===== src/nic_rx_pkg.sv =====
`default_nettype none

package nic_rx_pkg;

    // ------------------------------------------------------------------
    // Ring buffer geometry
    // ------------------------------------------------------------------
    localparam int DATA_W    = 64;              // Stream and ring word
    localparam int BUF_AW    = 8;               // Ring address bits
    localparam int BUF_DEPTH = 256;             // Qwords in the ring
    localparam int PTR_W     = BUF_AW + 1;      // Address plus wrap bit

    typedef logic [PTR_W-1:0] ptr_t;            // Ring pointer with wrap bit

    // ------------------------------------------------------------------
    // Burst and flow control
    // ------------------------------------------------------------------
    localparam int MAX_TLP_QWORDS = 16;         // Largest burst per TLP
    localparam int QCNT_W         = 5;          // Holds 0..16
    localparam int TLP_CREDITS    = 4;          // Credits held after reset
    localparam int CRED_W         = $clog2(TLP_CREDITS + 1);
    localparam int SEQ_W          = 8;          // TLP sequence number

    // Sender FSM encoding
    localparam int               SND_STATE_W = 2;
    localparam logic [SND_STATE_W-1:0] SND_IDLE = 2'd0;   // Waiting for request
    localparam logic [SND_STATE_W-1:0] SND_HDR  = 2'd1;   // Header word out
    localparam logic [SND_STATE_W-1:0] SND_DATA = 2'd2;   // Payload words out

    // ------------------------------------------------------------------
    // TLP word layout
    // ------------------------------------------------------------------
    typedef struct packed {
        logic [DATA_W-SEQ_W-QCNT_W-BUF_AW-1:0] pad;         // Zero fill
        logic [SEQ_W-1:0]                      seq;         // Running TLP number
        logic [QCNT_W-1:0]                     qword_count; // Burst length
        logic [BUF_AW-1:0]                     ring_offset; // First qword slot
    } tlp_hdr_t;

    // One output word, header view or payload view
    typedef union packed {
        tlp_hdr_t          hdr;
        logic [DATA_W-1:0] raw;
    } tlp_word_u;

endpackage

`default_nettype wire


===== src/tlp_trigger_if.sv =====
`timescale 1ns/1ps
`default_nettype none

interface tlp_trigger_if import nic_rx_pkg::*; ();

    logic              trigger_tlp;         // Burst request
    logic              trigger_tlp_ack;     // One-cycle accept pulse
    logic [QCNT_W-1:0] qwords_to_send;      // Burst length, 1..16
    ptr_t              tlp_start_address;   // Pointer of first qword

    // Request side, held stable until the ack
    modport trigger (
        output trigger_tlp,
        output qwords_to_send,
        output tlp_start_address,
        input  trigger_tlp_ack
    );

    // Accept side
    modport sender (
        input  trigger_tlp,
        input  qwords_to_send,
        input  tlp_start_address,
        output trigger_tlp_ack
    );

endinterface

`default_nettype wire


===== src/rx_tlp_trigger.sv =====
`timescale 1ns/1ps
`default_nettype none

module rx_tlp_trigger import nic_rx_pkg::*; (
    input  logic           clk,
    input  logic           reset,
    input  ptr_t           commited_wr_address,   // Frame-end pointer from writer
    tlp_trigger_if.trigger trig                   // Burst request to sender
);

    // ------------------------------------------------------------------
    // Committed but not yet issued data
    // ------------------------------------------------------------------
    ptr_t              issued_ptr;    // First qword not handed to sender
    ptr_t              unissued;      // Qwords waiting for a burst
    logic [QCNT_W-1:0] burst_len;     // Clamped burst size

    assign unissued = commited_wr_address - issued_ptr;

    // Cap at one full TLP
    assign burst_len = (unissued > ptr_t'(MAX_TLP_QWORDS)) ?
                       QCNT_W'(MAX_TLP_QWORDS) : unissued[QCNT_W-1:0];

    // ------------------------------------------------------------------
    // Request handshake
    // ------------------------------------------------------------------
    always_ff @(posedge clk) begin
        if (reset) begin
            issued_ptr       <= '0;
            trig.trigger_tlp <= 1'b0;
        end else if (trig.trigger_tlp) begin
            if (trig.trigger_tlp_ack) begin
                trig.trigger_tlp <= 1'b0;     // Drop right after the ack
                issued_ptr       <= issued_ptr + ptr_t'(trig.qwords_to_send);
            end
        end else if (unissued != '0) begin
            trig.trigger_tlp <= 1'b1;         // New data committed
        end
    end

    // ------------------------------------------------------------------
    // Request payload
    // ------------------------------------------------------------------
    // Tracks the live values while idle and freezes once the request
    // is up, so count and address stay put until the ack
    always_ff @(posedge clk) begin
        if (!trig.trigger_tlp) begin
            trig.qwords_to_send    <= burst_len;
            trig.tlp_start_address <= issued_ptr;
        end
    end

endmodule

`default_nettype wire


===== src/flat_wrapper.sv =====
// flat-port wrapper written by rule: the top's interface ports become plain ports
module rx_tlp_trigger_flat import nic_rx_pkg::*;
  (clk, reset, commited_wr_address, trig_trigger_tlp, trig_qwords_to_send, trig_tlp_start_address, trig_trigger_tlp_ack);
  tlp_trigger_if trig_i ();
  input  logic clk;
  input  logic reset;
  input  ptr_t commited_wr_address;
  output wire logic [$bits(trig_i.trigger_tlp)-1:0] trig_trigger_tlp;
  output wire logic [$bits(trig_i.qwords_to_send)-1:0] trig_qwords_to_send;
  output wire logic [$bits(trig_i.tlp_start_address)-1:0] trig_tlp_start_address;
  input wire logic [$bits(trig_i.trigger_tlp_ack)-1:0] trig_trigger_tlp_ack;
  assign trig_trigger_tlp = trig_i.trigger_tlp;
  assign trig_qwords_to_send = trig_i.qwords_to_send;
  assign trig_tlp_start_address = trig_i.tlp_start_address;
  assign trig_i.trigger_tlp_ack = trig_trigger_tlp_ack;
  rx_tlp_trigger u_core (.clk(clk), .reset(reset), .commited_wr_address(commited_wr_address), .trig(trig_i));
endmodule

===== config.mk =====
export PLATFORM = sky130hd
export DESIGN_NAME = rx_tlp_trigger_flat
export DESIGN_NICKNAME = d
export VERILOG_FILES = /design/src/nic_rx_pkg.sv /design/src/tlp_trigger_if.sv /design/src/rx_tlp_trigger.sv /design/src/flat_wrapper.sv
export SDC_FILE = /design/constraint.sdc
export NUM_CORES = 1
export LEC_CHECK = 0
export BUFFER_PORTS_ARGS = -buffer_cell sky130_fd_sc_hd__clkbuf_2
export CAP_MARGIN = 10
export CORE_MARGIN = 1.5
export CORE_UTILIZATION = 48
export CTS_CLUSTER_DIAMETER = 200
export DETAILED_ROUTE_END_ITERATION = 16
export GPL_ROUTABILITY_DRIVEN = 0
export GPL_TIMING_DRIVEN = 1
export PLACE_DENSITY = 0.76
export REMOVE_ABC_BUFFERS = 1
export SETUP_SLACK_MARGIN = 0.15
export SLEW_MARGIN = 20
export SYNTH_ARGS = -nofsm -noshare
export SYNTH_HDL_FRONTEND = slang
export SYNTH_SLANG_ARGS = --single-unit

===== constraint.sdc =====
create_clock -name clk -period 2.6 [get_ports clk]
set_input_delay 0.52 -clock clk [delete_from_list [all_inputs] [get_ports clk]]
set_output_delay 0.52 -clock clk [all_outputs]
set_load 0.05 [all_outputs]

# --- After elaboration in Yosys (flattened, before gate mapping) ---
# Cells that the tools add are included.
# Widths: inputs -> output; s select.
word_totals:
  reg_bits: 24
  inputBits: 12
  output_inout_bits: 15
op_classes:
  magnitude_cmp: 1
  reduce_logical: 2
  mux: 3
  addsub: 2
op_table:
  columns: ["op", "n"]
  rows:
  - ["$add 9x5->9", 1]
  - ["$gt 9x5->1 const B", 1]
  - ["$reduce_bool 9->1", 1]
  - ["$sub 9x9->9", 1]
  - ["$mux 1", 3]
  - ["$reduce_and 2->1", 1]

# --- Depth between registers and ports, before layout ---
# Gate-level depths: netlist of run 1.
depth:
  ltp_word: 4
  mapped_depth: 10

# --- Least setup slack after synthesis of run 1 ---
# OpenSTA, ideal clock, no wires.
synth_path:
  kind: "input -> register"
  from: "input commited_wr_address[0]"
  to: "register u_core.trig.trigger_tlp"
  slack_ps: -187
  cell_stages: 10
  n_path_buf: 1
  required_time_ps: 2485
  setup_time_ps: 115
  arrival_time_ps: 2672
  cell_sequence: "inv_1 > ha_1 > fa_1 > nand2b_2 > a21oi_2 > mux2i_1 > or3_1 > or4b_1 > buf_2 > o21a_1"
synth_between:
  elab_chain_len: 4
synth_lines:
  columns: ["element", "line_no", "source"]
  rows:
  - ["from (decl)", "flat_wrapper.sv:7", "input ptr_t commited_wr_address;"]
  - ["$sub 9x9->9", "rx_tlp_trigger.sv:18", "assign unissued = commited_wr_address - issued_ptr;"]
  - ["$reduce_bool 9->1", "rx_tlp_trigger.sv:36", "end else if (unissued != '0) begin"]
  - ["$mux 1", "rx_tlp_trigger.sv:36", null]
  - ["$mux 1", "rx_tlp_trigger.sv:31", "end else if (trig.trigger_tlp) begin"]
  - ["to (signal assigned)", "rx_tlp_trigger.sv:30", "trig.trigger_tlp <= 1'b0;"]
  - ["to (signal assigned)", "rx_tlp_trigger.sv:33", "trig.trigger_tlp <= 1'b0;"]
  - ["to (signal assigned)", "rx_tlp_trigger.sv:37", "trig.trigger_tlp <= 1'b1;"]
  - ["to (decl)", "tlp_trigger_if.sv:13", "output trigger_tlp,"]
# Every way passes these cells.
# A chain may end at the register's enable or synchronous reset.

# --- Worst setup path in the final report of run 1 ---
layout_path:
  from: "register u_core.issued_ptr[0]"
  to: "register u_core.trig.trigger_tlp"
layout_between:
  elab_chain_len: 4
layout_lines:
  columns: ["element", "line_no", "source"]
  rows:
  - ["from (decl)", "rx_tlp_trigger.sv:14", "ptr_t issued_ptr;"]
  - ["from (signal assigned)", "rx_tlp_trigger.sv:34", "issued_ptr <= issued_ptr + ptr_t'(trig.qwords_to_send);"]
  - ["$sub 9x9->9", "rx_tlp_trigger.sv:18", null]
  - ["$reduce_bool 9->1", "rx_tlp_trigger.sv:36", null]
  - ["$mux 1", "rx_tlp_trigger.sv:36", null]
  - ["$mux 1", "rx_tlp_trigger.sv:31", null]
# Every way passes these cells.

==> results.json, run 1 <==
{
  "synth-xor-area-share_pct": 6.01,
  "r2r_slack_ps": 230,
  "async_reset_ff_share_pct": 0,
  "multiInputGateArea_um2": 808,
  "ys_seq_elements": 24,
  "grt_pass1_vias": 1113,
  "synth_mux_area_share_pct": 2.15,
  "dp.final_hpwl_mm": 2.29,
  "synth_compound_gate_area_share_pct": 13.3,
  "cp-start-kind": "flip-flop",
  "synth_cell_types": 35,
  "die_area_um2": 3370,
  "finalSetupTns_ps": 0,
  "final.setup_skew_ps": 5.59,
  "h-tree-depth": 1,
  "slowest_stage": "or4b_4",
  "grt_max_degree": 16,
  "slowest_delay_ps": 530,
  "setup_viol": 0,
  "antenna_left": 0,
  "cp_cell_sequence": "ha_4 -> fa_2 -> nand2b_4 -> a21oi_2 -> mux2i_1 -> or3_1 -> or4b_4 -> o21a_1",
  "drtPass1Iterations": 10,
  "yosys.area.top_type": "edfxtp_1",
  "avgViaCountPerCell": 5.48,
  "start_util_pct": 51.5,
  "cts_buffers": 3,
  "p_total_mw": 0.851,
  "hold_class": "flip-flop to flip-flop",
  "maxSlewViolCount": 0,
  "hold_ws_ps": 452,
  "setup_slack_ps": 229,
  "layout.cells.non_filler": 212,
  "p_leak_nw": 0.740,
  "violations": "DRC",
  "insertion_delay_ps": 320,
  "area_growth_pct": 19.1,
  "max-clock-path-buffers": 2,
  "worstPathMaxFanout": 6,
  "die_width_um": 58.1,
  "first_iter_violations": 26,
  "fin_crit_ps": 2370,
  "io-pin-count": 27,
  "fmaxAchievable_mhz": 422,
  "synth-adder-area-share_pct": 13.9,
  "worst_pin_slew_ps": 557,
  "gr-total-overflow": 0,
  "post_cts_buffers": 0,
  "cts_root_buf": "clkbuf_4",
  "antenna_found_initial": 0,
  "synthTopCellsByArea": "edfxtp_1 29%, dfxtp_1 14%, ha_1 11%, nor2_1 4.6%, inv_1 4.4%",
  "syn_inst": 149,
  "clock-sinks": 24,
  "routedWlPerCell_um": 13.7,
  "ir_worst_vdd_mv": 0.176,
  "nNetsFinal": 210,
  "powerDensity_nw_per_um2": 491,
  "mostFrequentLayoutCell": "clkbuf_2",
  "fill_cells": 247,
  "io_buffers": 26,
  "seq_area_um2": 626,
  "grt_pass1_wl_mm": 4.66,
  "relSlewSlack_pct": 62.8,
  "end_kind": "flip-flop",
  "ctsHoldBuffers": 0,
  "wl_mm": 2.91,
  "synth_top_cell_area_share_pct": 28.9,
  "required_ps": 2830,
  "drc": 2,
  "track_usage_pct": 18.0,
  "layout-drive-gt1-share_pct": 28.7,
  "criticalPathCategory": "flip-flop to flip-flop",
  "cts_tree": "done",
  "hold_viol_final": 0,
  "synth_area_per_cell_um2": 9.77,
  "rsz0062_at_grt": "true",
  "mostFrequentLayoutCells": "26 x clkbuf_2, 18 x nor2_1, 17 x inv_1, 14 x edfxtp_1",
  "clk_pin_slew_worst_paths_ps": 130,
  "dp.cells": 209,
  "synth-edff-count": 14,
  "place_ws_ps": -362,
  "synth_top_family_by_area": "simple AND/OR/NAND/NOR gates",
  "antennaDiodeCount": 0,
  "synth_simple_gate_area_share_pct": 16.8,
  "core_um2": 2830,
  "ys.flop_type": "edfxtp_1",
  "maxCapViolCount": 0,
  "num_vias": 1161,
  "status": "complete, but fails checks",
  "ys_warn_count": 0,
  "syn-cell-area_um2": 1460,
  "rows": 19,
  "seq_area_frac_synth_pct": 42.6,
  "die_y_um": 58.1,
  "finalCritPeriodShare_pct": 91.2,
  "crit_arrival_ps": 2600
}
## cell families (layout without fill, tap and decap cells)
| kind of cell | count (synthesis) | after routing |
|---|---|---|
| simple gates | 49 | 49 |
| fa+ha+maj | 15 | 15 |
| compound gates | 28 | 28 |
| buf+inv | 20 | 52 |
| mux | 3 | 3 |
| xor+xnor | 10 | 10 |
| flops | 24 | 24 |
## registers in the layout, indices dropped and copies added, names as in the netlist
| name | count |
|---|---|
| u_core.trig.qwords_to_send | 5 |
| u_core.issued_ptr | 9 |
| u_core.trig.trigger_tlp | 1 |
| u_core.trig.tlp_start_address | 9 |
## report_power, final
group	switching (mW)	leakage, nW	internal [mW]
combinational	0.159	0.498	0.0902
sequential	0.0130	0.228	0.425
clock	0.109	0.0138	0.0544
## layout make-up
cell class	instances	share of cell area [%]
Sequential cell	24	36.1
Tap cell	31	2.24
Clock buffer	3	1.30
Multi-Input combinational cell	105	46.6
Inverter	17	3.68
Timing Repair Buffer	32	10.1
## per-layer routing
layer  share of wire, %  vias up  GRT usage (%)  routed length [um]
met5                  0        -              0                   0
met4                2.5        0           7.97                  74
met3                3.4        7           2.01                 100
met2                 52       28           33.3                1510
met1                 42      544           20.8                1220
li1                   -      582              -                   -
## Yosys cell counts (4+ instances only)
cell      number
a21oi_1        9
nand2_1        7
o211ai_1       4
dfxtp_1       10
inv_1         17
nor2_1        18
a211oi_1       4
edfxtp_1      14
xor2_1         4
xnor2_1        6
nor3_1         4
ha_1          13
nand3_1        5
## stage by stage
step	util [%]	cell area, um2
5_1_grt	61.3	1730
3_5_place_dp	58.6	1660
2_1_floorplan	-	1440
3_3_place_gp	58.6	1660
4_1_cts	60.5	1710
6_report	61.3	1730
## what timing repair did
| action | in CTS | in global routing |
|---|---|---|
| setup endpoints to repair | 6 | 6 |
| gates cloned | 0 | 0 |
| endpoints found under the hold margin | 0 | 0 |
| pin swaps | 5 | 4 |
| resized for setup | 7 | 8 |
## critical path: cells and delay by family (launching register included)
| kind | cells | cell delay, ps |
|---|---|---|
| adder cells (fa/ha/maj) | 2 | 500 |
| multiplexers | 1 | 90 |
| AO/OA/AOI/OAI | 2 | 330 |
| AND/OR/NAND/NOR | 3 | 1000 |
| flip-flops | 1 | 360 |
## worst paths after layout
kind,end,from,cells past startpoint
hold reg to reg,u_core.trig.tlp_start_address[6],u_core.issued_ptr[6],0
hold / removal,u_core.trig.tlp_start_address[6],u_core.issued_ptr[6],0
setup reg to reg,u_core.trig.trigger_tlp,u_core.issued_ptr[0],8
setup / recovery,u_core.trig.trigger_tlp,u_core.issued_ptr[0],8
Power figures use the tool's default switching activity.
==> run 2: changes to the inputs <==
--- a/config.mk
+++ b/config.mk
@@ -13,7 +13,7 @@
 export DETAILED_ROUTE_END_ITERATION = 16
 export GPL_ROUTABILITY_DRIVEN = 0
 export GPL_TIMING_DRIVEN = 1
-export PLACE_DENSITY = 0.76
+export PLACE_DENSITY = 0.73
 export REMOVE_ABC_BUFFERS = 1
 export SETUP_SLACK_MARGIN = 0.15
 export SLEW_MARGIN = 20
==> constraint.sdc (replaced) <==
create_clock -name clk -period 2.9 [get_ports clk]
set_input_delay 0.58 -clock clk [delete_from_list [all_inputs] [get_ports clk]]
set_output_delay 0.58 -clock clk [all_outputs]
set_load 0.05 [all_outputs]
==> run 2 against run 1 <==
Against the previous run: total power shrank 12%; flip-flop and latch count is the same; cell count shrank 1.4%; cell area shrank 4.4%; hold slack lost 0.86 ps; the run still ends with DRC left; combinational power shrank 17%; highest routed layer unchanged; critical path depth grew 2; count of clock-buffer cells in the layout grew 1; setup slack gained 41 ps; clock power shrank 7%.
==> results.json, run 2 (synthesis results as in run 1) <==
{
  "ir_worst_vdd_mv": 0.178,
  "io-pin-count": 27,
  "fin_area_um2": 1660,
  "p_switching_mw": 0.246,
  "clk_pin_slew_worst_paths_ps": 130,
  "drc": 1,
  "antenna_found_initial": 0,
  "grt_pass1_vias": 1070,
  "top_regs": "u_core.issued_ptr: 9 flops, u_core.trig.tlp_start_address: 9 flops, u_core.trig.qwords_to_send: 5 flops",
  "placed_area_um2": 1630,
  "fill_cells": 239,
  "worstPathMaxFanout": 6,
  "drtPass1Iterations": 10,
  "swShare_pct": 32.8,
  "antenna_left": 0,
  "relSlewSlack_pct": 60.8,
  "final.setup_skew_ps": 6.72,
  "num_vias": 1145,
  "hold_ws_ps": 451,
  "p_comb_share_pct": 27.4,
  "internal_power_mw": 0.505,
  "insertion_delay_ps": 310,
  "cts_root_buf": "clkbuf_4",
  "worst_pin_slew_ps": 587,
  "end_kind": "flip-flop",
  "clkPwrFrac_pct": 20.3,
  "setup_viol": 0,
  "powerDensity_nw_per_um2": 453,
  "rows": 19,
  "p_total_mw": 0.751,
  "cts_buffers": 3,
  "seq_area_um2": 621,
  "hold_viol_final": 0,
  "fin_crit_ps": 2630,
  "first_iter_violations": 26,
  "die_area_um2": 3370,
  "hold_class": "flip-flop to flip-flop",
  "cts_tree": "done",
  "io_buffers": 26,
  "finalCritPeriodShare_pct": 90.7,
  "die_y_um": 58.1,
  "fmaxAchievable_mhz": 380,
  "gr-total-overflow": 0,
  "mostFrequentLayoutCell": "clkbuf_2",
  "dp.final_hpwl_mm": 2.17,
  "layout-drive-gt1-share_pct": 20.8,
  "status": "complete, but fails checks",
  "dp.cells": 205,
  "die_width_um": 58.1,
  "post_cts_buffers": 0,
  "crit_arrival_ps": 2860,
  "wl_mm": 2.78,
  "clock-sinks": 24,
  "max-clock-path-buffers": 2,
  "h-tree-depth": 1,
  "mostFrequentLayoutCells": "26 x clkbuf_2, 18 x nor2_1, 17 x inv_1, 14 x edfxtp_1, 13 x ha_1",
  "violations": "DRC",
  "grt_max_degree": 16,
  "maxSlewViolCount": 0,
  "multiInputGateArea_um2": 763,
  "start_util_pct": 51.5,
  "routedWlPerCell_um": 13.3,
  "core_um2": 2830,
  "required_ps": 3130,
  "avgViaCountPerCell": 5.48,
  "pwr-share-seq_pct": 52.3,
  "antennaDiodeCount": 0,
  "area_growth_pct": 13.8,
  "final_util_pct": 58.6,
  "rsz0062_at_grt": "false",
  "nNetsFinal": 206,
  "track_usage_pct": 18.3,
  "layout.cells.non_filler": 209,
  "p_leak_nw": 0.721,
  "cp-start-kind": "input port",
  "criticalPathCategory": "input port to flip-flop",
  "grt_pass1_wl_mm": 4.72,
  "maxCapViolCount": 0
}
run 2: cell types whose count changed in the layout (fill, tap and decap cells not counted), moves of 2 or more:
cell	delta
ha_2	-3
a211oi_1	+2
dfxtp_2	-4
a211oi_2	-2
buf_4	-4
ha_1	+4
dfxtp_1	+4
run 2: critical path: stages:
cell and delay, ps:
clkbuf_2 80, inv_1 40, ha_1 210, fa_1 380
nand2b_2 210, a21oi_2 160, mux2i_1 90, or3_1 360
or4b_4 530, o21a_1 210
run 2: power by group through the flow:
| stage | Combinational [mW] | Clock [mW] | Sequential, mW |
|---|---|---|---|
| floorplan | 0.106 | 0 | 0.449 |
| global placement | 0.197 | 0 | 0.399 |
| detailed placement | 0.203 | 0 | 0.400 |
| CTS | 0.204 | 0.156 | 0.392 |
| global route | 0.226 | 0.167 | 0.395 |
| finish | 0.206 | 0.152 | 0.393 |
run 2: cell type report:
type | count | share of cell area [%]
Multi-Input combinational cell | 105 | 46.0
Inverter | 17 | 3.85
Timing Repair Buffer | 28 | 8.75
Clock buffer | 4 | 1.58
Tap cell | 31 | 2.34
Sequential cell | 24 | 37.4
run 2: per-layer routing:
metal  up-vias  wire [um]  GRT usage, %
met5         -          0             0
met1       534       1220          22.1
li1        581          -             -
met3         2         80         0.670
met4         0         27          7.97
met2        28       1450          33.6
run 2: worst paths after layout:
check                          from  slack (ps)                               end  cells after the start
min reg2reg    u_core.issued_ptr[6]         450  u_core.trig.tlp_start_address[6]                      0
max reg2reg    u_core.issued_ptr[0]         280           u_core.trig.trigger_tlp                      8
min            u_core.issued_ptr[6]         450  u_core.trig.tlp_start_address[6]                      0
max          commited_wr_address[0]         270           u_core.trig.trigger_tlp                     10
run 2: stage by stage:
stage | setup TNS [ps] | setup slack [ps]
2_1_floorplan | 0 | 70.2
3_3_place_gp | -83.7 | -54.4
3_5_place_dp | -467 | -131
4_1_cts | 0 | 208
5_1_grt | 0 | 159
6_report | 0 | 269
run 2: what timing repair did:
item                                   CTS  global route
gates resized for setup                  0             1
endpoints found under the hold margin    0             0
hold buffers                             0             0
setup endpoints to repair                0             5
==> run 3: changes to the inputs <==
--- a/config.mk
+++ b/config.mk
@@ -5,6 +5,7 @@
 export SDC_FILE = /design/constraint.sdc
 export NUM_CORES = 1
 export LEC_CHECK = 0
+export ABC_AREA = 1
 export BUFFER_PORTS_ARGS = -buffer_cell sky130_fd_sc_hd__clkbuf_2
 export CAP_MARGIN = 10
 export CORE_MARGIN = 1.5
==> run 3 against run 2 <==
Against the previous run: cell area increased by 6.9%; largest power group unchanged; clock power increased by 9.9%; core utilization decreased by 0.57 points; die area increased by 6.1%; critical path type is now flip-flop to flip-flop; fmax increased by 31%; synthesized area increased by 6.4%; highest routed layer unchanged; wire length increased by 1.4%; sequential power about the same; the run now ends clean; hold slack improved by 32 ps; synthesized cell count increased by 32%.
==> results.json, run 3 <==
{
  "status": "complete, no violations",
  "post_cts_buffers": 0,
  "maxSlewViolCount": 0,
  "setup_viol": 0,
  "dp.final_hpwl_mm": 2.39,
  "die_y_um": 59.8,
  "die_area_um2": 3580,
  "clkPwrFrac_pct": 21.0,
  "core_um2": 3050,
  "seq_area_frac_synth_pct": 40.0,
  "ys_warn_count": 0,
  "top_regs": "u_core.issued_ptr: 9 flops, u_core.trig.tlp_start_address: 9 flops, u_core.trig.qwords_to_send: 5 flops",
  "ctsHoldBuffers": 0,
  "pwr-share-seq_pct": 49.3,
  "crit_arrival_ps": 2160,
  "maxCapViolCount": 0,
  "area_growth_pct": 14.3,
  "cts_resized": 0,
  "cp_cell_sequence": "ha_1 -> fa_1 -> inv_1 -> nand2_1 -> nand3_1 -> nand3_1 -> nand2_1 -> nand2_1 -> nand2_1 -> nand2_2 -> nor3b_2",
  "critical_path_buf_inv_count": 1,
  "die_width_um": 59.8,
  "num_vias": 1282,
  "slowest_delay_ps": 400,
  "finalCritPeriodShare_pct": 69.2,
  "synth_top_cell_area_share_pct": 27.1,
  "antenna_left": 0,
  "grt_pass1_wl_mm": 4.51,
  "ys_seq_elements": 24,
  "layout-drive-gt1-share_pct": 17.7,
  "powerDensity_nw_per_um2": 449,
  "routedWlPerCell_um": 10.4,
  "cp-start-kind": "flip-flop",
  "cts_root_buf": "clkbuf_4",
  "grtUsageMet1_pct": 22.4,
  "io-pin-count": 27,
  "end_kind": "flip-flop",
  "mostFrequentLayoutCells": "51 x nand2_1, 37 x inv_1, 26 x clkbuf_2, 16 x nor2_1, 14 x edfxtp_1",
  "h-tree-depth": 1,
  "insertion_delay_ps": 300,
  "ys.flop_type": "edfxtp_1",
  "fin_crit_ps": 2010,
  "synth_cell_types": 24,
  "final_util_pct": 58.0,
  "hold_viol_final": 0,
  "p_comb_share_pct": 29.8,
  "syn-cell-area_um2": 1550,
  "worst_pin_slew_ps": 535,
  "first_iter_violations": 34,
  "clock-sinks": 24,
  "relSlewSlack_pct": 64.3,
  "mostFrequentLayoutCell": "nand2_1",
  "critPathMostFrequentCell": "nand2_1",
  "rsz0062_at_grt": "false",
  "cts_tree": "done",
  "wl_mm": 2.82,
  "criticalPathCategory": "flip-flop to flip-flop",
  "yosysMostFrequentCell": "nand2_1",
  "worstPathMaxFanout": 4,
  "nNetsFinal": 254,
  "io_buffers": 26,
  "required_ps": 3060,
  "async_reset_ff_share_pct": 0,
  "synth-edff-count": 14,
  "busiest_layer": "met2",
  "finalSetupTns_ps": 0,
  "swShare_pct": 33.3,
  "cts_buffers": 3,
  "avgViaCountPerCell": 4.75,
  "p_switching_mw": 0.265,
  "gr-total-overflow": 0,
  "grtUsageMet2_pct": 28.7,
  "met3_usage_pct": 0.649,
  "synthTopCellsByArea": "edfxtp_1 27%, dfxtp_1 13%, nand2_1 12%, ha_1 10%, inv_1 9.0%",
  "grt_pass1_vias": 1082,
  "slowest_stage": "fa_1",
  "rows": 20,
  "grt_max_degree": 15,
  "hold_class": "flip-flop to flip-flop",
  "ir_worst_vdd_mv": 0.169,
  "antenna_found_initial": 0,
  "track_usage_pct": 16.6,
  "syn_inst": 196,
  "critical_path.top_delay_family": "simple AND/OR/NAND/NOR gates",
  "internal_power_mw": 0.531,
  "final.setup_skew_ps": 3.71,
  "yosys.area.top_type": "edfxtp_1",
  "drtPass1Iterations": 4,
  "start_util_pct": 50.8,
  "antennaDiodeCount": 0,
  "synth_top_cells_by_count": "51 x nand2_1, 37 x inv_1, 16 x nor2_1",
  "synth_area_per_cell_um2": 7.91,
  "p_leak_nw": 0.879,
  "clk_pin_slew_worst_paths_ps": 120,
  "p_total_mw": 0.796,
  "fmaxAchievable_mhz": 499,
  "max-clock-path-buffers": 2,
  "drc": 0
}
run 3: cell families (layout without fill, tap and decap cells):
group | count (synthesis) | count (layout) | share of synthesized area (%)
buffers and inverters | 37 | 67 | 8.96
adder cells (fa/ha/maj) | 15 | 15 | 13.1
XOR/XNOR | 3 | 3 | 1.70
AO/OA/AOI/OAI | 21 | 21 | 7.67
flip-flops | 24 | 24 | 40.0
AND/OR/NAND/NOR | 96 | 96 | 28.6
run 3: per-stage QoR:
step,hold WS (ps),setup WS (ps),std cells,instance area (um2)
3_3_place_gp,446,668,266,1740
5_1_grt,502,736,270,1770
3_5_place_dp,455,602,266,1740
2_1_floorplan,430,828,196,1550
4_1_cts,485,902,270,1770
6_report,483,894,270,1770
run 3: per-layer routing:
layer / wire length, um / part of all wire [%] / vias up
met3: 56 / 2.0 / 4
met5: 0 / 0 / -
met2: 1360 / 48 / 22
met4: 31 / 1.1 / 0
li1: - / - / 695
met1: 1370 / 49 / 561
run 3: power by group through the flow:
| stage | logic, mW | registers (mW) | clock network (mW) |
|---|---|---|---|
| detailed placement | 0.238 | 0.400 | 0 |
| finish | 0.237 | 0.392 | 0.167 |
| global placement | 0.235 | 0.400 | 0 |
| CTS | 0.238 | 0.393 | 0.169 |
| floorplan | 0.135 | 0.452 | 0 |
| global route | 0.265 | 0.395 | 0.179 |
run 3: path summary, 6_finish.rpt:
kind	endpoint	slack, ps	cells after the start	from
setup / recovery	u_core.trig.qwords_to_send[2]	890	11	u_core.issued_ptr[0]
hold / removal	u_core.trig.tlp_start_address[4]	480	0	u_core.issued_ptr[4]
setup reg to reg	u_core.trig.qwords_to_send[2]	890	11	u_core.issued_ptr[0]
hold reg to reg	u_core.trig.tlp_start_address[4]	480	0	u_core.issued_ptr[4]
run 3: final cells by class:
class	count	area, um2
inverter	37	139
multi-input combinational	135	791
tap	44	55.1
timing repair buffer	26	130
sequential	24	621
clock buffer	4	36.3
fill	303	1280
